<file path="config.mk">
export PLATFORM = sky130hd
export DESIGN_NAME = du_top
export DESIGN_NICKNAME = d
export VERILOG_FILES = /design/src/du_pkg.sv /design/src/du_ack_timer.sv /design/src/du_access_fsm.sv /design/src/du_bp_match.sv /design/src/du_regs.sv /design/src/du_mode_ctrl.sv /design/src/du_top.sv
export SDC_FILE = /design/constraint.sdc
export NUM_CORES = 1
export LEC_CHECK = 0
export BUFFER_PORTS_ARGS = -buffer_cell sky130_fd_sc_hd__buf_2
export CAP_MARGIN = 20
export CORE_MARGIN = 10
export CORE_UTILIZATION = 55
export DETAILED_ROUTE_END_ITERATION = 7
export GPL_TIMING_DRIVEN = 1
export HOLD_SLACK_MARGIN = 0.05
export PLACE_DENSITY = 0.86
export REMOVE_ABC_BUFFERS = 1
export SYNTH_ARGS = -nofsm -noshare
export SYNTH_HDL_FRONTEND = slang
export SYNTH_SLANG_ARGS = --single-unit
</file>
<file path="constraint.sdc">
create_clock -name clk_i -period 3.7 [get_ports clk_i]
set_input_delay 0.74 -clock clk_i [delete_from_list [all_inputs] [get_ports clk_i]]
set_output_delay 0.74 -clock clk_i [all_outputs]
set_load 0.03 [all_outputs]
</file>
<file path="src/du_pkg.sv">
// Debug unit widths, address map, opcodes, breakpoint conditions and packed structs
`default_nettype none

package du_pkg;

  ////////////////////////////////////////////////////////////
  // Widths and limits
  ////////////////////////////////////////////////////////////
  parameter int XLEN_DEF        = 32;
  parameter int MAX_BREAKPOINTS = 8;
  parameter int DBG_ADDR_W      = 16;
  parameter int DU_ADDR_W       = 12;
  parameter int ACK_DELAY_DEF   = 3;

  // Bank select in the top address bits
  parameter logic [DBG_ADDR_W-DU_ADDR_W-1:0] BANK_INTERNAL = 4'h0;
  parameter logic [DBG_ADDR_W-DU_ADDR_W-1:0] BANK_GPRS     = 4'h1;

  // Internal bank offsets, breakpoint pairs have a stride of 2
  parameter logic [DU_ADDR_W-1:0] REG_CTRL    = 12'h000;
  parameter logic [DU_ADDR_W-1:0] REG_HIT     = 12'h001;
  parameter logic [DU_ADDR_W-1:0] REG_BPCTRL0 = 12'h010;
  parameter logic [DU_ADDR_W-1:0] REG_BPDATA0 = 12'h011;

  // GPR bank offsets
  parameter logic [DU_ADDR_W-1:0] REG_NPC = 12'h200;
  parameter logic [DU_ADDR_W-1:0] REG_PPC = 12'h201;

  // Major opcodes, instruction bits 6:2
  parameter logic [4:0] OPC_LOAD   = 5'b00000;
  parameter logic [4:0] OPC_STORE  = 5'b01000;
  parameter logic [4:0] OPC_BRANCH = 5'b11000;

  typedef enum logic [2:0] {
    CC_FETCH    = 3'd0,
    CC_LD_ADR   = 3'd1,
    CC_ST_ADR   = 3'd2,
    CC_LDST_ADR = 3'd3
  } bp_cc_e;

  ////////////////////////////////////////////////////////////
  // Packed structs
  ////////////////////////////////////////////////////////////
  typedef struct packed {
    logic        bubble;
    logic [31:0] instr;
  } insn_t;

  typedef struct packed {
    logic                  strb;
    logic                  we;
    logic [DBG_ADDR_W-1:0] addr;
    logic [XLEN_DEF-1:0]   data;
  } dbg_req_t;

  typedef struct packed {
    logic [31:0] nxt_pc;
    logic [31:0] if_pc;
    logic [31:0] pd_pc;
    logic [31:0] id_pc;
  } pipe_pc_t;

  typedef struct packed {
    insn_t       insn;
    logic        exc_any;
    logic [31:0] adr;
    logic        dmem_ack;
  } mem_stage_t;

  typedef struct packed {
    logic branch_break_ena;
    logic instr_break_ena;
  } dbg_ctrl_t;

  typedef struct packed {
    bp_cc_e     cc;
    logic [1:0] rsvd;
    logic       enabled;
    logic       implemented;
  } bp_ctrl_t;

  typedef struct packed {
    logic                       instr;
    logic                       branch;
    logic [MAX_BREAKPOINTS-1:0] bp;
  } hit_ev_t;

  typedef struct packed {
    logic stall;
    logic stall_if;
    logic latch_nxt_pc;
    logic flush;
  } cpu_ctrl_t;

endpackage

`default_nettype wire

</file>
<file path="src/du_ack_timer.sv">
// Acknowledge timer counting non-stalled cycles of a pending debug access
`timescale 1ns/1ps
`default_nettype none

module du_ack_timer import du_pkg::*; #(
  parameter int ACK_DELAY = ACK_DELAY_DEF
) (
  input  wire logic clk_i,
  input  wire logic rst_ni,
  input  wire logic start_i,
  input  wire logic hold_i,
  output logic      done_o
);

  logic       busy_q;
  logic       active;
  logic       reached;
  logic [2:0] cnt_q;
  logic [2:0] cnt_d;

  // The start cycle itself counts unless stalled
  assign active  = start_i | busy_q;
  assign cnt_d   = (start_i ? 3'd0 : cnt_q) + {2'b00, ~hold_i};
  assign reached = active & (cnt_d == 3'(ACK_DELAY));

  always_ff @(posedge clk_i or negedge rst_ni)
  begin
    if (!rst_ni)
    begin
      busy_q <= 1'b0;
      cnt_q  <= 3'd0;
      done_o <= 1'b0;
    end
    else
    begin
      done_o <= reached;
      if (reached)
      begin
        busy_q <= 1'b0;
        cnt_q  <= 3'd0;
      end
      else if (active)
      begin
        busy_q <= 1'b1;
        cnt_q  <= cnt_d;
      end
    end
  end

  a_done_single : assert property (@(posedge clk_i) disable iff (!rst_ni)
    done_o |=> !done_o);

endmodule

`default_nettype wire

</file>
<file path="src/du_access_fsm.sv">
// Debug port access FSM producing the write pulse and the acknowledge
`timescale 1ns/1ps
`default_nettype none

module du_access_fsm import du_pkg::*; #(
  parameter int ACK_DELAY = ACK_DELAY_DEF
) (
  input  wire logic     clk_i,
  input  wire logic     rst_ni,
  input  wire dbg_req_t req_i,
  input  wire logic     dbg_stall_i,
  input  wire logic     ex_stall_i,
  output logic          wr_pulse_o,
  output logic          dbg_ack_o
);

  typedef enum logic [1:0] {
    IDLE,
    WAIT,
    DONE
  } state_e;

  state_e state_q;
  state_e state_d;
  logic   valid;
  logic   start;

  // GPR bank only reachable while the CPU is stalled
  assign valid = req_i.strb &
                 ((req_i.addr[DBG_ADDR_W-1:DU_ADDR_W] == BANK_INTERNAL) | dbg_stall_i);

  always_comb
  begin
    state_d    = state_q;
    start      = 1'b0;
    wr_pulse_o = 1'b0;
    case (state_q)
      IDLE:
      begin
        if (valid)
        begin
          start      = 1'b1;
          wr_pulse_o = req_i.we;
          state_d    = WAIT;
        end
      end
      WAIT:
      begin
        if (dbg_ack_o)
          state_d = DONE;
      end
      DONE:
      begin
        // Strobe still held so count again without a new write
        if (valid)
        begin
          start   = 1'b1;
          state_d = WAIT;
        end
        else
          state_d = IDLE;
      end
      default: state_d = IDLE;
    endcase
  end

  always_ff @(posedge clk_i or negedge rst_ni)
  begin
    if (!rst_ni)
      state_q <= IDLE;
    else
      state_q <= state_d;
  end

  du_ack_timer #(
    .ACK_DELAY (ACK_DELAY)
  ) u_ack_timer (
    .clk_i   (clk_i),
    .rst_ni  (rst_ni),
    .start_i (start),
    .hold_i  (ex_stall_i),
    .done_o  (dbg_ack_o)
  );

  // Debugger holds the request until it sees the acknowledge
  a_req_held : assert property (@(posedge clk_i) disable iff (!rst_ni)
    (state_q == WAIT && !dbg_ack_o) |-> (req_i.strb && $stable(req_i)));

endmodule

`default_nettype wire

</file>
<file path="src/du_bp_match.sv">
// Breakpoint address comparators with single-step and branch-break detection
`timescale 1ns/1ps
`default_nettype none

module du_bp_match import du_pkg::*; #(
  parameter int XLEN        = XLEN_DEF,
  parameter int BREAKPOINTS = 3
) (
  input  wire dbg_ctrl_t                              ctrl_i,
  input  wire bp_ctrl_t [MAX_BREAKPOINTS-1:0]         bp_ctrl_i,
  input  wire logic [MAX_BREAKPOINTS-1:0][XLEN-1:0]   bp_data_i,
  input  wire insn_t                                  if_nxt_insn_i,
  input  wire insn_t                                  if_insn_i,
  input  wire pipe_pc_t                               pc_i,
  input  wire mem_stage_t                             mem_i,
  input  wire logic                                   bu_flush_i,
  input  wire logic                                   st_flush_i,
  output hit_ev_t                                     hit_o
);

  logic mem_ok;
  logic mem_read;
  logic mem_write;

  ////////////////////////////////////////////////////////////
  // Instruction stream triggers
  ////////////////////////////////////////////////////////////
  assign hit_o.instr  = ctrl_i.instr_break_ena & ~if_nxt_insn_i.bubble;
  assign hit_o.branch = ctrl_i.branch_break_ena & ~if_insn_i.bubble &
                        (if_insn_i.instr[6:2] == OPC_BRANCH);

  // Only completed, exception-free accesses count
  assign mem_ok    = mem_i.dmem_ack & ~mem_i.exc_any & ~mem_i.insn.bubble;
  assign mem_read  = mem_ok & (mem_i.insn.instr[6:2] == OPC_LOAD);
  assign mem_write = mem_ok & (mem_i.insn.instr[6:2] == OPC_STORE);

  ////////////////////////////////////////////////////////////
  // Per-breakpoint comparators
  ////////////////////////////////////////////////////////////
  for (genvar n = 0; n < MAX_BREAKPOINTS; n++)
  begin : gen_bp
    if (n < BREAKPOINTS)
    begin : gen_impl
      logic fetch_eq;
      logic adr_eq;

      assign fetch_eq = bp_data_i[n] == XLEN'(pc_i.pd_pc);
      assign adr_eq   = bp_data_i[n] == XLEN'(mem_i.adr);

      always_comb
      begin
        if (!bp_ctrl_i[n].enabled || !bp_ctrl_i[n].implemented)
          hit_o.bp[n] = 1'b0;
        else
          case (bp_ctrl_i[n].cc)
            CC_FETCH:    hit_o.bp[n] = fetch_eq & ~bu_flush_i & ~st_flush_i;
            CC_LD_ADR:   hit_o.bp[n] = adr_eq & mem_read;
            CC_ST_ADR:   hit_o.bp[n] = adr_eq & mem_write;
            CC_LDST_ADR: hit_o.bp[n] = adr_eq & (mem_read | mem_write);
            default:     hit_o.bp[n] = 1'b0;
          endcase
      end
    end
    else
    begin : gen_none
      assign hit_o.bp[n] = 1'b0;
    end
  end

endmodule

`default_nettype wire

</file>
<file path="src/du_regs.sv">
// Debug unit control, hit, breakpoint and debug PC registers with the read mux
`timescale 1ns/1ps
`default_nettype none

module du_regs import du_pkg::*; #(
  parameter int XLEN        = XLEN_DEF,
  parameter int BREAKPOINTS = 3
) (
  input  wire logic                                 clk_i,
  input  wire logic                                 rst_ni,
  input  wire dbg_req_t                             req_i,
  input  wire logic                                 wr_pulse_i,
  input  wire hit_ev_t                              hit_i,
  input  wire pipe_pc_t                             pc_i,
  output dbg_ctrl_t                                 ctrl_o,
  output bp_ctrl_t [MAX_BREAKPOINTS-1:0]            bp_ctrl_o,
  output logic [MAX_BREAKPOINTS-1:0][XLEN-1:0]      bp_data_o,
  output logic                                      hit_any_o,
  output logic [XLEN-1:0]                           dbg_q_o
);

  localparam logic [MAX_BREAKPOINTS-1:0] IMPL_MASK = (1 << BREAKPOINTS) - 1;

  logic [DBG_ADDR_W-DU_ADDR_W-1:0] bank;
  logic [DU_ADDR_W-1:0]            offset;
  logic                            we_int;
  logic                            instr_hit_q;
  logic                            branch_hit_q;
  logic [MAX_BREAKPOINTS-1:0]      bp_hit_q;
  logic [31:0]                     dpc_q;
  logic [XLEN-1:0]                 int_q;

  assign bank   = req_i.addr[DBG_ADDR_W-1:DU_ADDR_W];
  assign offset = req_i.addr[DU_ADDR_W-1:0];
  assign we_int = wr_pulse_i & (bank == BANK_INTERNAL);

  ////////////////////////////////////////////////////////////
  // Control and sticky hit registers
  ////////////////////////////////////////////////////////////
  always_ff @(posedge clk_i or negedge rst_ni)
  begin
    if (!rst_ni)
      ctrl_o <= '0;
    else if (we_int && offset == REG_CTRL)
      ctrl_o <= dbg_ctrl_t'(req_i.data[1:0]);
  end

  always_ff @(posedge clk_i or negedge rst_ni)
  begin
    if (!rst_ni)
    begin
      instr_hit_q  <= 1'b0;
      branch_hit_q <= 1'b0;
      bp_hit_q     <= '0;
    end
    else if (we_int && offset == REG_HIT)
    begin
      instr_hit_q  <= req_i.data[0];
      branch_hit_q <= req_i.data[1];
      bp_hit_q     <= req_i.data[4 +: MAX_BREAKPOINTS] & IMPL_MASK;
    end
    else
    begin
      instr_hit_q  <= instr_hit_q | hit_i.instr;
      branch_hit_q <= branch_hit_q | hit_i.branch;
      bp_hit_q     <= bp_hit_q | (hit_i.bp & IMPL_MASK);
    end
  end

  assign hit_any_o = instr_hit_q | branch_hit_q | (|bp_hit_q);

  // Breakpoint and branch triggers sit at ID, single-step at IF
  always_ff @(posedge clk_i or negedge rst_ni)
  begin
    if (!rst_ni)
      dpc_q <= '0;
    else if ((|hit_i.bp) || hit_i.branch)
      dpc_q <= pc_i.id_pc;
    else if (hit_i.instr)
      dpc_q <= pc_i.if_pc;
  end

  ////////////////////////////////////////////////////////////
  // Breakpoint slots
  ////////////////////////////////////////////////////////////
  for (genvar n = 0; n < MAX_BREAKPOINTS; n++)
  begin : gen_bp
    if (n < BREAKPOINTS)
    begin : gen_impl
      logic            en_q;
      bp_cc_e          cc_q;
      logic [XLEN-1:0] data_q;

      always_ff @(posedge clk_i or negedge rst_ni)
      begin
        if (!rst_ni)
        begin
          en_q <= 1'b0;
          cc_q <= CC_FETCH;
        end
        else if (we_int && offset == DU_ADDR_W'(REG_BPCTRL0 + 2 * n))
        begin
          en_q <= req_i.data[1];
          cc_q <= bp_cc_e'(req_i.data[6:4]);
        end
      end

      always_ff @(posedge clk_i or negedge rst_ni)
      begin
        if (!rst_ni)
          data_q <= '0;
        else if (we_int && offset == DU_ADDR_W'(REG_BPDATA0 + 2 * n))
          data_q <= XLEN'(req_i.data);
      end

      assign bp_ctrl_o[n] = '{cc: cc_q, rsvd: 2'b00, enabled: en_q, implemented: 1'b1};
      assign bp_data_o[n] = data_q;
    end
    else
    begin : gen_none
      assign bp_ctrl_o[n] = '0;
      assign bp_data_o[n] = '0;
    end
  end

  ////////////////////////////////////////////////////////////
  // Read path
  ////////////////////////////////////////////////////////////
  always_comb
  begin
    int_q = '0;
    if (offset == REG_CTRL)
      int_q = XLEN'(ctrl_o);
    else if (offset == REG_HIT)
      int_q = XLEN'({bp_hit_q, 2'b00, branch_hit_q, instr_hit_q});
    for (int n = 0; n < MAX_BREAKPOINTS; n++)
    begin
      if (offset == DU_ADDR_W'(REG_BPCTRL0 + 2 * n))
        int_q = XLEN'(bp_ctrl_o[n]);
      if (offset == DU_ADDR_W'(REG_BPDATA0 + 2 * n))
        int_q = bp_data_o[n];
    end
  end

  always_ff @(posedge clk_i)
  begin
    if (bank == BANK_INTERNAL)
      dbg_q_o <= int_q;
    else if (bank == BANK_GPRS && offset == REG_NPC)
      dbg_q_o <= XLEN'(pc_i.nxt_pc);
    else if (bank == BANK_GPRS && offset == REG_PPC)
      dbg_q_o <= XLEN'(dpc_q);
    else
      dbg_q_o <= '0;
  end

endmodule

`default_nettype wire

</file>
<file path="src/du_mode_ctrl.sv">
// Debug stall tracking, entry and exit pulses and the breakpoint output
`timescale 1ns/1ps
`default_nettype none

module du_mode_ctrl import du_pkg::*; (
  input  wire logic clk_i,
  input  wire logic rst_ni,
  input  wire logic dbg_stall_i,
  input  wire logic ex_stall_i,
  input  wire logic st_flush_i,
  input  wire logic hit_any_i,
  output cpu_ctrl_t cpu_o,
  output logic      dbg_bp_o
);

  logic stall_dly_q;
  logic flush;

  always_ff @(posedge clk_i or negedge rst_ni)
  begin
    if (!rst_ni)
      stall_dly_q <= 1'b0;
    else
      stall_dly_q <= dbg_stall_i;
  end

  // Exit flush since memory may have changed while halted
  assign flush = ~dbg_stall_i & stall_dly_q;

  assign cpu_o.stall        = dbg_stall_i;
  assign cpu_o.stall_if     = dbg_stall_i | hit_any_i;
  assign cpu_o.latch_nxt_pc = dbg_stall_i & ~stall_dly_q;
  assign cpu_o.flush        = flush;

  always_ff @(posedge clk_i or negedge rst_ni)
  begin
    if (!rst_ni)
      dbg_bp_o <= 1'b0;
    else
      dbg_bp_o <= ~ex_stall_i & ~flush & ~st_flush_i & hit_any_i;
  end

  // Entry and exit pulses last one cycle
  a_latch_single : assert property (@(posedge clk_i) disable iff (!rst_ni)
    cpu_o.latch_nxt_pc |=> !cpu_o.latch_nxt_pc);

  a_flush_single : assert property (@(posedge clk_i) disable iff (!rst_ni)
    cpu_o.flush |=> !cpu_o.flush);

endmodule

`default_nettype wire

</file>
<file path="src/du_top.sv">
// Debug unit top level connecting access FSM, registers, matcher and mode control
`timescale 1ns/1ps
`default_nettype none

module du_top import du_pkg::*; #(
  parameter int XLEN        = XLEN_DEF,
  parameter int BREAKPOINTS = 3,
  parameter int ACK_DELAY   = ACK_DELAY_DEF
) (
  input  wire logic       clk_i,
  input  wire logic       rst_ni,
  // Debugger port
  input  wire dbg_req_t   dbg_req_i,
  input  wire logic       dbg_stall_i,
  output logic [XLEN-1:0] dbg_q_o,
  output logic            dbg_ack_o,
  output logic            dbg_bp_o,
  // CPU side
  output cpu_ctrl_t       cpu_o,
  input  wire pipe_pc_t   pc_i,
  input  wire insn_t      if_nxt_insn_i,
  input  wire insn_t      if_insn_i,
  input  wire mem_stage_t mem_i,
  input  wire logic       ex_stall_i,
  input  wire logic       bu_flush_i,
  input  wire logic       st_flush_i
);

  logic                                wr_pulse;
  dbg_ctrl_t                           ctrl;
  bp_ctrl_t [MAX_BREAKPOINTS-1:0]      bp_ctrl;
  logic [MAX_BREAKPOINTS-1:0][XLEN-1:0] bp_data;
  hit_ev_t                             hit_ev;
  logic                                hit_any;

  du_access_fsm #(
    .ACK_DELAY (ACK_DELAY)
  ) u_access_fsm (
    .clk_i       (clk_i),
    .rst_ni      (rst_ni),
    .req_i       (dbg_req_i),
    .dbg_stall_i (dbg_stall_i),
    .ex_stall_i  (ex_stall_i),
    .wr_pulse_o  (wr_pulse),
    .dbg_ack_o   (dbg_ack_o)
  );

  du_regs #(
    .XLEN        (XLEN),
    .BREAKPOINTS (BREAKPOINTS)
  ) u_regs (
    .clk_i      (clk_i),
    .rst_ni     (rst_ni),
    .req_i      (dbg_req_i),
    .wr_pulse_i (wr_pulse),
    .hit_i      (hit_ev),
    .pc_i       (pc_i),
    .ctrl_o     (ctrl),
    .bp_ctrl_o  (bp_ctrl),
    .bp_data_o  (bp_data),
    .hit_any_o  (hit_any),
    .dbg_q_o    (dbg_q_o)
  );

  du_bp_match #(
    .XLEN        (XLEN),
    .BREAKPOINTS (BREAKPOINTS)
  ) u_bp_match (
    .ctrl_i        (ctrl),
    .bp_ctrl_i     (bp_ctrl),
    .bp_data_i     (bp_data),
    .if_nxt_insn_i (if_nxt_insn_i),
    .if_insn_i     (if_insn_i),
    .pc_i          (pc_i),
    .mem_i         (mem_i),
    .bu_flush_i    (bu_flush_i),
    .st_flush_i    (st_flush_i),
    .hit_o         (hit_ev)
  );

  du_mode_ctrl u_mode_ctrl (
    .clk_i       (clk_i),
    .rst_ni      (rst_ni),
    .dbg_stall_i (dbg_stall_i),
    .ex_stall_i  (ex_stall_i),
    .st_flush_i  (st_flush_i),
    .hit_any_i   (hit_any),
    .cpu_o       (cpu_o),
    .dbg_bp_o    (dbg_bp_o)
  );

endmodule

`default_nettype wire

</file>
==> out/metrics.cfg, run 1 <==
[drt]
wl_per_cell_um=25.0
ant_nets=0
vias=9091
routed_wl_um=36700
dr.pass1.iters=6
drc=0
drtIter0Drc=1227
avgViaCountPerCell=6.18

[final_layout]
fillers=1407
area_growth_pct=21.8
drive_gt1_frac=0.331
multiInputGateArea_sq_um=5920
regArea_sq_um=4540
final_cell_mix=267 x buf_2, 156 x dfrtp_1, 123 x xnor2_1, 111 x mux2_1, 67 x xor2_1
fin_nets=1503
layout_commonest_cell=buf_2
final_cells=1470

[floorplanning]
die_w_um=159
die_h_um=159
core-area_sq_um=18900
start_util=0.564
die_area_sq_um=25400
boundaryPins=355
std_cell_rows=50

[clock_tree]
postCtsHoldBufs=0
postCtsResizedCells=0
clock_path_buffers=2
cts_buffers=17
tritoncts=yes
cts_sinks=188
clk_latency_ns=0.44
cts_setup_buffers=0
clk_root_buffer_cell=clkbuf_16
cts_max_level=4
path_clk_slew_ns=0.06

[grt]
grt_pass1_wl_um=56100
grt_pass1_vias=9462
antenna_found_initial=21
grt_max_degree=85
overflow=0
track_usage=0.282

[power]
switching_power_mw=1.10
irDropWorstVdd_uv=333
p_sw_frac=0.246
p_int_mw=3.38
power_density_nw_per_um2=345
power_frac_clock=0.414
comb_power_share=0.115
leakage_nw=6.22
seq_power_share=0.470

[timing]
fin_crit_sh=0.799
setup_ws_ns=0.745
clock_skew_ns=0.0113
fin_crit_ns=2.96
fmax_mhz=338
hold_viol_final=0
rsz0062_at_grt=false
drv_slew=0
worstMarginPinSlew_ns=1.03
setup_viol=0
slew_headroom=0.316

[setup_path]
critical-path-max-stage-delay_ns=0.54
path_class=primary input to register
crit_family=simple AND/OR/NAND/NOR gates
cp_max_fo=13
cp-start-kind=primary input
crit_slowest_cell=nor3_1
cp.arrival_ns=3.27
path_buf_inv=1
endpoint_kind=register
path_cells=buf_2 -> nor4_1 -> and3b_1 -> and3_1 -> nand2_1 -> nor3_1 -> mux2_1
crit_required_ns=4.02

[job]
maxCapViolations=0

[status]
run_status=completed

[placement]
dp_cells=1425
io_buffers=268
gp_congestion=1.00
hpwl_um=28300
pre_cts_slack_ns=0.439

[yosys]
synth-compound-area-share=0.0948
synthAdderAreaFrac=0.00235
syn_area_per_cell_sq_um=11.6
synth_xor_area_frac=0.156
synth_seq_cells=188
synthArstFlopShare=0.830
synth_area_leaders=dfrtp_1 37%, mux2_1 12%, xnor2_1 10%, dfxtp_1 6.0%, xor2_1 5.5%
synth_top_area_cell=dfrtp_1
synth_cell_types=56
synth.area.mux_share=0.201
synth-simple-area-share=0.0977
netlist_area_sq_um=10700
synth_seq_area_share=0.426
synth_edf_count=0
synthDominantCellAreaShare=0.366
yosys_warnings=0
synth_flop_cell=dfrtp_1
syn_inst=921
synth_top_family_by_area=multiplexers

[worst_hold_path]
hold_path.class=primary input to async pin

-- power by group through the flow --
stage | Sequential (mW) | Clock (mW) | Combinational (mW)
2_1_floorplan | 2.15 | 0 | 0.214
3_5_place_dp | 2.15 | 0 | 0.509
3_3_place_gp | 2.14 | 0 | 0.492
4_1_cts | 2.11 | 1.86 | 0.512
6_report | 2.11 | 1.86 | 0.518
5_1_grt | 2.11 | 1.95 | 0.567
-- per-layer routing --
layer / track usage / routed length (um)
met3: 0.0927 / 3880
met5: 0 / 86
met4: 0.100 / 1050
met1: 0.349 / 14300
met2: 0.452 / 17300
-- registers in the layout (all words and copies together) (netlist names) --
signal / flops
u_access_fsm.state_q: 2
u_access_fsm.u_ack_timer.busy_q: 1
u_access_fsm.u_ack_timer.cnt_q: 3
u_access_fsm.u_ack_timer.done_o: 1
u_mode_ctrl.dbg_bp_o: 1
u_mode_ctrl.stall_dly_q: 1
u_regs.bp_hit_q: 3
u_regs.branch_hit_q: 1
u_regs.ctrl_o: 2
u_regs.dbg_q_o: 32
u_regs.dpc_q: 32
u_regs.gen_bp.gen_impl.cc_q: 9
u_regs.gen_bp.gen_impl.data_q: 96
u_regs.gen_bp.gen_impl.en_q: 3
u_regs.instr_hit_q: 1
-- cells in the mapped netlist, drive strengths merged, types with 2 or more instances --
cell / count
o41ai: 2
dfxtp: 32
inv: 5
o221a: 3
and3: 4
nor3: 8
a221o: 2
xor2: 67
and2: 3
o21ai: 39
ha: 2
a22oi: 32
nand3: 15
dfrtp: 156
o2111ai: 3
mux2: 175
a311oi: 3
nand4: 38
mux2i: 4
xnor2: 123
clkbuf: 26
nor4: 27
a222oi: 25
a21oi: 14
o31ai: 4
nand4b: 4
buf: 18
nor2b: 4
nand2b: 7
nor4b: 5
a32o: 2
nor2: 41
nand2: 13
and4b: 2
or4: 4
-- metrics by stage --
stage                      util  power, mW  setup TNS, ns  hold slack, ns  area (sq um)
final                     0.687       4.48              0           0.337         13000
after global routing      0.687       4.63              0           0.408         13000
after CTS                 0.685       4.48              0           0.390         13000
after detailed placement  0.655       2.66              0           0.473         12400
after global placement    0.655       2.64              0           0.474         12400
after floorplan               -       2.36         -42.76           0.444         10500
-- worst register-to-register path: cells and delay by family, from the launching register on --
kind	cells	cell delay, ns
AO/OA/AOI/OAI	1	0.54
XOR/XNOR	1	0.20
buffers and inverters	1	0.26
flip-flops	1	0.52
multiplexers	1	0.38
AND/OR/NAND/NOR	3	0.85
-- path summary, 6_finish.rpt --
| kind | start | end | slack, ns | cells after the start |
|---|---|---|---|---|
| max in group asynchronous | rst_ni | u_mode_ctrl.stall_dly_q | 2.50 | 2 |
| min | rst_ni | u_regs.dpc_q[7] | 0.34 | 1 |
| max reg2reg | u_regs.gen_bp[0].gen_impl.data_q[5] | u_regs.dpc_q[19] | 0.84 | 7 |
| max | dbg_req_i[38] | u_regs.gen_bp[1].gen_impl.cc_q[2] | 0.74 | 7 |
| min reg2reg | u_access_fsm.u_ack_timer.cnt_q[1] | u_access_fsm.u_ack_timer.cnt_q[1] | 0.49 | 1 |
| min in group clk_i | ex_stall_i | u_mode_ctrl.dbg_bp_o | 0.46 | 2 |
-- kinds of logic after synthesis --
logic type                 count (synthesis)
and+or+nand+nor                          178
muxes                                    180
adders and majority gates                  2
xor gates and xnor gates                 190
DFF                                      188
AOI/OAI and AO/OA                        134
buffers and inverters                     49
-- area by class of cell --
| cell class | count | share of cell area |
|---|---|---|
| multi-input cells | 684 | 0.456 |
| clock buffers | 26 | 0.0385 |
| well taps | 260 | 0.0251 |
| inverters | 5 | 0.00145 |
| flip-flops and latches | 188 | 0.350 |
| clock inverters | 6 | 0.00665 |
| diodes | 13 | 0.00251 |
| repair buffers | 288 | 0.120 |
Note: power is estimated with default switching activity, not from simulation.
==> run 2: changes to the inputs <==
--- a/config.mk
+++ b/config.mk
@@ -8,11 +8,11 @@
 export BUFFER_PORTS_ARGS = -buffer_cell sky130_fd_sc_hd__buf_2
 export CAP_MARGIN = 20
 export CORE_MARGIN = 10
-export CORE_UTILIZATION = 55
+export CORE_UTILIZATION = 47
 export DETAILED_ROUTE_END_ITERATION = 7
 export GPL_TIMING_DRIVEN = 1
 export HOLD_SLACK_MARGIN = 0.05
-export PLACE_DENSITY = 0.86
+export PLACE_DENSITY = 0.78
 export REMOVE_ABC_BUFFERS = 1
 export SYNTH_ARGS = -nofsm -noshare
 export SYNTH_HDL_FRONTEND = slang
==> constraint.sdc (replaced) <==
create_clock -name clk_i -period 2.4 [get_ports clk_i]
set_input_delay 0.48 -clock clk_i [delete_from_list [all_inputs] [get_ports clk_i]]
set_output_delay 0.48 -clock clk_i [all_outputs]
set_load 0.03 [all_outputs]
==> out/metrics.cfg, run 2 (synthesis results as in run 1) <==
[grt]
overflow=0  ; unchanged
track_usage=0.270  ; -0.0121
grt_max_degree=75  ; -12%
grt_pass1_vias=10100  ; +7.1%
grt_pass1_wl_um=59300  ; +5.7%
antenna_found_initial=21  ; unchanged

[setup_path]
endpoint_kind=register
cp_max_fo=19  ; +6
crit_required_ns=2.73  ; -1.29 ns
crit_slowest_cell=xor2_1
path_cells=xor2_1 -> nor4_2 -> buf_4 -> nand3_1 -> o41ai_4 -> nor4_4 -> buf_12 -> mux2_4
path_buf_inv=2  ; +1
path_class=register to register
cp.arrival_ns=2.74  ; -0.53 ns
critical-path-max-stage-delay_ns=0.41  ; -0.13 ns
crit_family=simple AND/OR/NAND/NOR gates
cp-start-kind=register

[final_layout]
layout_commonest_cell=buf_2
drive_gt1_frac=0.411  ; +0.0803
fin_nets=1639  ; +9.0%
final_cells=1636  ; +11%
area_growth_pct=34.1
largest_reg_flops=96  ; unchanged
reg_top3=u_regs.gen_bp.gen_impl.data_q: 96 flops, u_regs.dbg_q_o: 32 flops, u_regs.dpc_q: 32 flops
final_cell_mix=265 x buf_2, 156 x dfrtp_1, 140 x buf_4, 119 x xnor2_1, 109 x mux2_1
regMostFlops=u_regs.gen_bp.gen_impl.data_q

[timing]
rsz0062_at_grt=true
setup_ws_ns=-0.0146  ; -0.759 ns
hold_viol_final=0  ; unchanged
setup_viol=16  ; +16
fin_crit_ns=2.41
drv_slew=0  ; unchanged
clock_skew_ns=0.00969  ; -0.00163 ns
fin_crit_sh=1.01
holdWs_ns=0.201  ; -0.136 ns
slew_headroom=0.623  ; +0.307
fmax_mhz=414
worstMarginPinSlew_ns=0.565  ; -0.461 ns

[drt]
routed_wl_um=39600  ; +8.0%
avgViaCountPerCell=5.83  ; -5.7%
vias=9538  ; +4.9%
dr.pass1.iters=6  ; unchanged
ant_nets=0  ; unchanged
drtIter0Drc=901  ; -27%
wl_per_cell_um=24.2  ; -2.9%
drc=0  ; unchanged

[floorplanning]
die_w_um=171  ; +7.1%
core-area_sq_um=22500  ; +19%
start_util=0.474  ; -0.0905
std_cell_rows=55  ; +10%
die_area_sq_um=29100  ; +15%
die_h_um=171  ; +7.1%
boundaryPins=355  ; unchanged

[job]
maxCapViolations=0  ; unchanged

[clock_tree]
cts_max_level=4  ; unchanged
cts_sinks=188  ; unchanged
clock_path_buffers=2  ; unchanged
clk_root_buffer_cell=clkbuf_16
path_clk_slew_ns=0.08  ; +0.02 ns
clk_latency_ns=0.45  ; about the same
cts_buffers=17  ; unchanged
tritoncts=yes

[placement]
gp_congestion=0.972  ; -2.8%
dp_cells=1580  ; +11%
io_buffers=268  ; unchanged
hpwl_um=31400  ; +11%

[status]
violations=setup timing
run_status=complete, but fails checks

[power]
power_density_nw_per_um2=500  ; +45%
irDropWorstVdd_uv=438  ; +32%
leakage_nw=7.00  ; +13%
power_mw=7.16  ; +60%

[worst_hold_path]
hold_path.class=primary input to register

[run 2: changes by cell type in the layout (fill, tap and decap cells not counted), moves of 3 or more]
cell	before	now
inv_6	0	3
nor4_2	2	7
xnor2_2	0	3
clkbuf_8	4	1
diode_2	13	18
inv_8	0	3
buf_12	5	15
xnor2_1	123	119
clkbuf_1	5	0
nor4_1	24	19
buf_4	15	140
[run 2: stage by stage]
stage	instance area (sq um)	TNS [ns]	setup WS, ns	util
floorplan	10500	-190.20	-1.73	-
global placement	13500	-22.37	-0.416	0.600
detailed placement	13500	-25.31	-0.439	0.600
CTS	14200	-0.867	-0.0430	0.630
global route	14300	-1.67	-0.0737	0.635
finish	14300	-0.0998	-0.0146	0.636
[run 2: final cells by class]
class                      count  area [sq um]
fill                        1781          8200
multi-input combinational    684          6000
sequential                   188          4540
timing repair buffer         424          2720
clock buffer                  18           439
tap                          285           357
clock inverter                14           178
antenna                       18          45.0
inverter                       5          18.8
[run 2: report_power, final]
part / switching (mW) / internal [mW] / leakage [nW] / total, mW
Combinational: 0.487 / 0.426 / 4.29 / 0.913
Sequential: 0.0408 / 3.21 / 2.42 / 3.25
Clock: 1.39 / 1.61 / 0.296 / 2.99
[run 2: path summary, 6_finish.rpt]
| kind | endpoint | depth (start not counted) | from | slack (ns) |
|---|---|---|---|---|
| setup / recovery | u_regs.dpc_q[5] | 8 | u_regs.gen_bp[0].gen_impl.data_q[9] | -0.01 |
| hold / removal | u_mode_ctrl.dbg_bp_o | 2 | ex_stall_i | 0.20 |
| setup reg to reg | u_regs.dpc_q[5] | 8 | u_regs.gen_bp[0].gen_impl.data_q[9] | -0.01 |
| hold reg to reg | u_access_fsm.state_q[0] | 1 | u_access_fsm.u_ack_timer.done_o | 0.51 |
| max in group asynchronous | u_regs.gen_bp[2].gen_impl.data_q[2] | 3 | rst_ni | 1.15 |
| min in group asynchronous | u_access_fsm.state_q[0] | 2 | rst_ni | 0.50 |
[run 2: repair_timing]
action / 4_1_cts / 5_1_grt
hold buffers: 1 / 0
hold endpoints to repair: 35 / 0
setup endpoints to repair: 33 / 33
pin swaps: 5 / 3
setup buffers: 3 / 2
resized for setup: 6 / 11
[run 2: routing by layer]
metal  up-vias  global-route usage  part of all wire
li1       4246                   -                 -
met1      4693               0.336              0.40
met2       505               0.439              0.48
met3        86              0.0765             0.097
met4         8              0.0961             0.028
met5         -                   0           0.00096
==> run 3: changes to the inputs <==
--- a/config.mk
+++ b/config.mk
@@ -8,12 +8,13 @@
 export BUFFER_PORTS_ARGS = -buffer_cell sky130_fd_sc_hd__buf_2
 export CAP_MARGIN = 20
 export CORE_MARGIN = 10
-export CORE_UTILIZATION = 47
+export CORE_UTILIZATION = 48
 export DETAILED_ROUTE_END_ITERATION = 7
 export GPL_TIMING_DRIVEN = 1
 export HOLD_SLACK_MARGIN = 0.05
-export PLACE_DENSITY = 0.78
+export PLACE_DENSITY = 0.77
 export REMOVE_ABC_BUFFERS = 1
 export SYNTH_ARGS = -nofsm -noshare
 export SYNTH_HDL_FRONTEND = slang
+export SYNTH_HIERARCHICAL = 1
 export SYNTH_SLANG_ARGS = --single-unit
==> out/metrics.cfg, run 3 <==
[final_layout]
regMostFlops=u_regs/gen_bp.gen_impl.data_q
fin_util=0.660  ; +0.0242
drive_gt1_frac=0.441  ; +0.0296
fin_nets=1722  ; +5.1%
final_area_sq_um=14900  ; +4.1%
layout_commonest_cell=buf_2
final_cells=1716  ; +4.9%
area_growth_pct=35.3
final_cell_mix=267 x buf_2, 156 x buf_4, 154 x dfrtp_1, 106 x xor2_1, 83 x xnor2_1
reg_top3=u_regs/gen_bp.gen_impl.data_q: 96 flops, u_regs/dbg_q_o: 32 flops, u_regs/dpc_q: 32 flops
largest_reg_flops=96  ; unchanged

[floorplanning]
boundaryPins=355  ; unchanged
die_h_um=171  ; +0.49%
core-area_sq_um=22600  ; +0.31%
die_w_um=171  ; +0.49%
std_cell_rows=55  ; unchanged
start_util=0.488  ; +0.0140
die_area_sq_um=29400  ; +0.98%

[timing]
drv_slew=0  ; unchanged
setup_ws_ns=-0.174  ; -0.159 ns
rsz0062_at_grt=true
slew_headroom=0.657  ; +0.0339
setup_viol=32  ; +16
fin_crit_sh=1.07  ; +0.0664
clock_skew_ns=0.0173  ; +0.00758 ns
hold_viol_final=0  ; unchanged
worstMarginPinSlew_ns=0.507  ; -0.0580 ns
fin_crit_ns=2.57  ; +0.159 ns
holdWs_ns=0.221  ; +0.0202 ns
fmax_mhz=389  ; -6.2%

[setup_path]
cp-start-kind=register
cp.arrival_ns=2.90  ; +0.16 ns
cp_max_fo=11  ; -8
endpoint_kind=register
crit_required_ns=2.73  ; about the same
path_class=register to register

[grt]
grt_pass1_wl_um=60200  ; +1.6%
track_usage=0.271  ; +0.00133
overflow=0  ; unchanged
antenna_found_initial=17  ; -19%
grt_max_degree=48  ; -36%
grt_pass1_vias=10200  ; +0.67%

[placement]
dpl-instance-area_sq_um=13800  ; +2.5%
hpwl_um=31600  ; +0.50%
io_buffers=268  ; unchanged
gp_congestion=0.991  ; +2.0%
dp_cells=1655  ; +4.7%

[power]
leakage_nw=7.05  ; +0.72%
irDropWorstVdd_uv=519  ; +18%
power_density_nw_per_um2=497  ; -0.64%
comb_power_share=0.141  ; +0.013
p_sw_frac=0.271  ; +0.00372
p_int_mw=5.40  ; +2.9%
power_frac_clock=0.415  ; -0.003
switching_power_mw=2.01  ; +4.9%
seq_power_share=0.444  ; -0.010

[yosys]
syn_area_per_cell_sq_um=11.1  ; -3.9%
syn_inst=990  ; +7.5%
yosys_warnings=6  ; +6
netlist_area_sq_um=11000  ; +3.3%

[drt]
ant_nets=0  ; unchanged
drc=0  ; unchanged
routed_wl_um=42000  ; +5.9%
avgViaCountPerCell=5.93  ; +1.7%
vias=10200  ; +6.7%
met2_length_um=20100  ; +6.6%
highest_layer=met5
dr.pass1.iters=5  ; -1
wl_met3_um=4150  ; +8.4%
wl_met1_um=16200  ; +2.6%
drtIter0Drc=1040  ; +15%
wl_per_cell_um=24.5  ; +0.97%

[status]
violations=setup timing
run_status=complete, but fails checks

[clock_tree]
clk_latency_ns=0.45  ; about the same
tritoncts=yes
path_clk_slew_ns=0.08  ; about the same
cts_sinks=188  ; unchanged
cts_buffers=17  ; unchanged
cts_max_level=4  ; unchanged
clock_path_buffers=2  ; unchanged
clk_root_buffer_cell=clkbuf_16

[job]
maxCapViolations=0  ; unchanged

[worst_hold_path]
hold_path.class=primary input to register

-- run 3: routing by layer --
layer | vias to the layer above | global-route usage
li1 | 4503 | -
met1 | 4943 | 0.328
met2 | 606 | 0.446
met3 | 111 | 0.0761
met4 | 10 | 0.110
met5 | - | 0
-- run 3: critical path, cell delays in order (launching register included) --
cell,delay [ns]
dfrtp_1,0.46
xnor2_2,0.16
nand4_1,0.20
nor4_2,0.09
nand4_1,0.12
o22ai_2,0.13
nor4_1,0.51
nand3_2,0.25
buf_12,0.21
clkbuf_16,0.17
nand2_1,0.06
o21ai_0,0.07
-- run 3: repair_timing --
item	CTS	global route
endpoints found under the setup margin	32	35
gates resized for setup	34	27
hold buffers	1	0
setup buffers	7	3
gates cloned	2	2
pin swaps	8	3
hold endpoints to repair	43	0
-- run 3: stage by stage --
stage          setup slack (ns)  power, mW  setup TNS (ns)
2_1_floorplan            -0.937       3.71          -96.04
3_3_place_gp             -0.491       4.31          -30.58
3_5_place_dp             -0.541       4.33          -35.21
4_1_cts                 -0.0626       7.40           -1.05
5_1_grt                  -0.157       7.67           -3.91
6_report                 -0.174       7.41           -3.86
-- run 3: worst paths after layout --
check | start | end | slack [ns] | cells after the start
setup / recovery | u_regs/gen_bp[2].gen_impl.data_q[16] | u_regs/dpc_q[22] | -0.17 | 11
hold / removal | ex_stall_i | u_mode_ctrl/dbg_bp_o | 0.22 | 2
setup reg to reg | u_regs/gen_bp[2].gen_impl.data_q[16] | u_regs/dpc_q[22] | -0.17 | 11
hold reg to reg | u_access_fsm/state_q[1] | u_access_fsm/state_q[1] | 0.48 | 1
max in group asynchronous | rst_ni | u_regs/dpc_q[23] | 1.16 | 3
min in group asynchronous | rst_ni | u_regs/dpc_q[12] | 0.55 | 2
-- run 3: area by class of cell --
cell class              count  area [sq um]
clock buffers              17           425
multi-input cells         743          6310
diodes                     15          37.5
inverters                   6          22.5
well taps                 285           357
flip-flops and latches    188          4550
clock inverters            15           205
repair buffers            447          2990
fillers                  1711          7680
-- run 3: power groups by stage --
stage	combinational, mW	sequential (mW)	clock, mW
floorplan	0.362	3.35	0
global placement	0.963	3.35	0
detailed placement	0.983	3.35	0
CTS	1.01	3.29	3.10
global route	1.12	3.30	3.25
finish	1.04	3.29	3.08
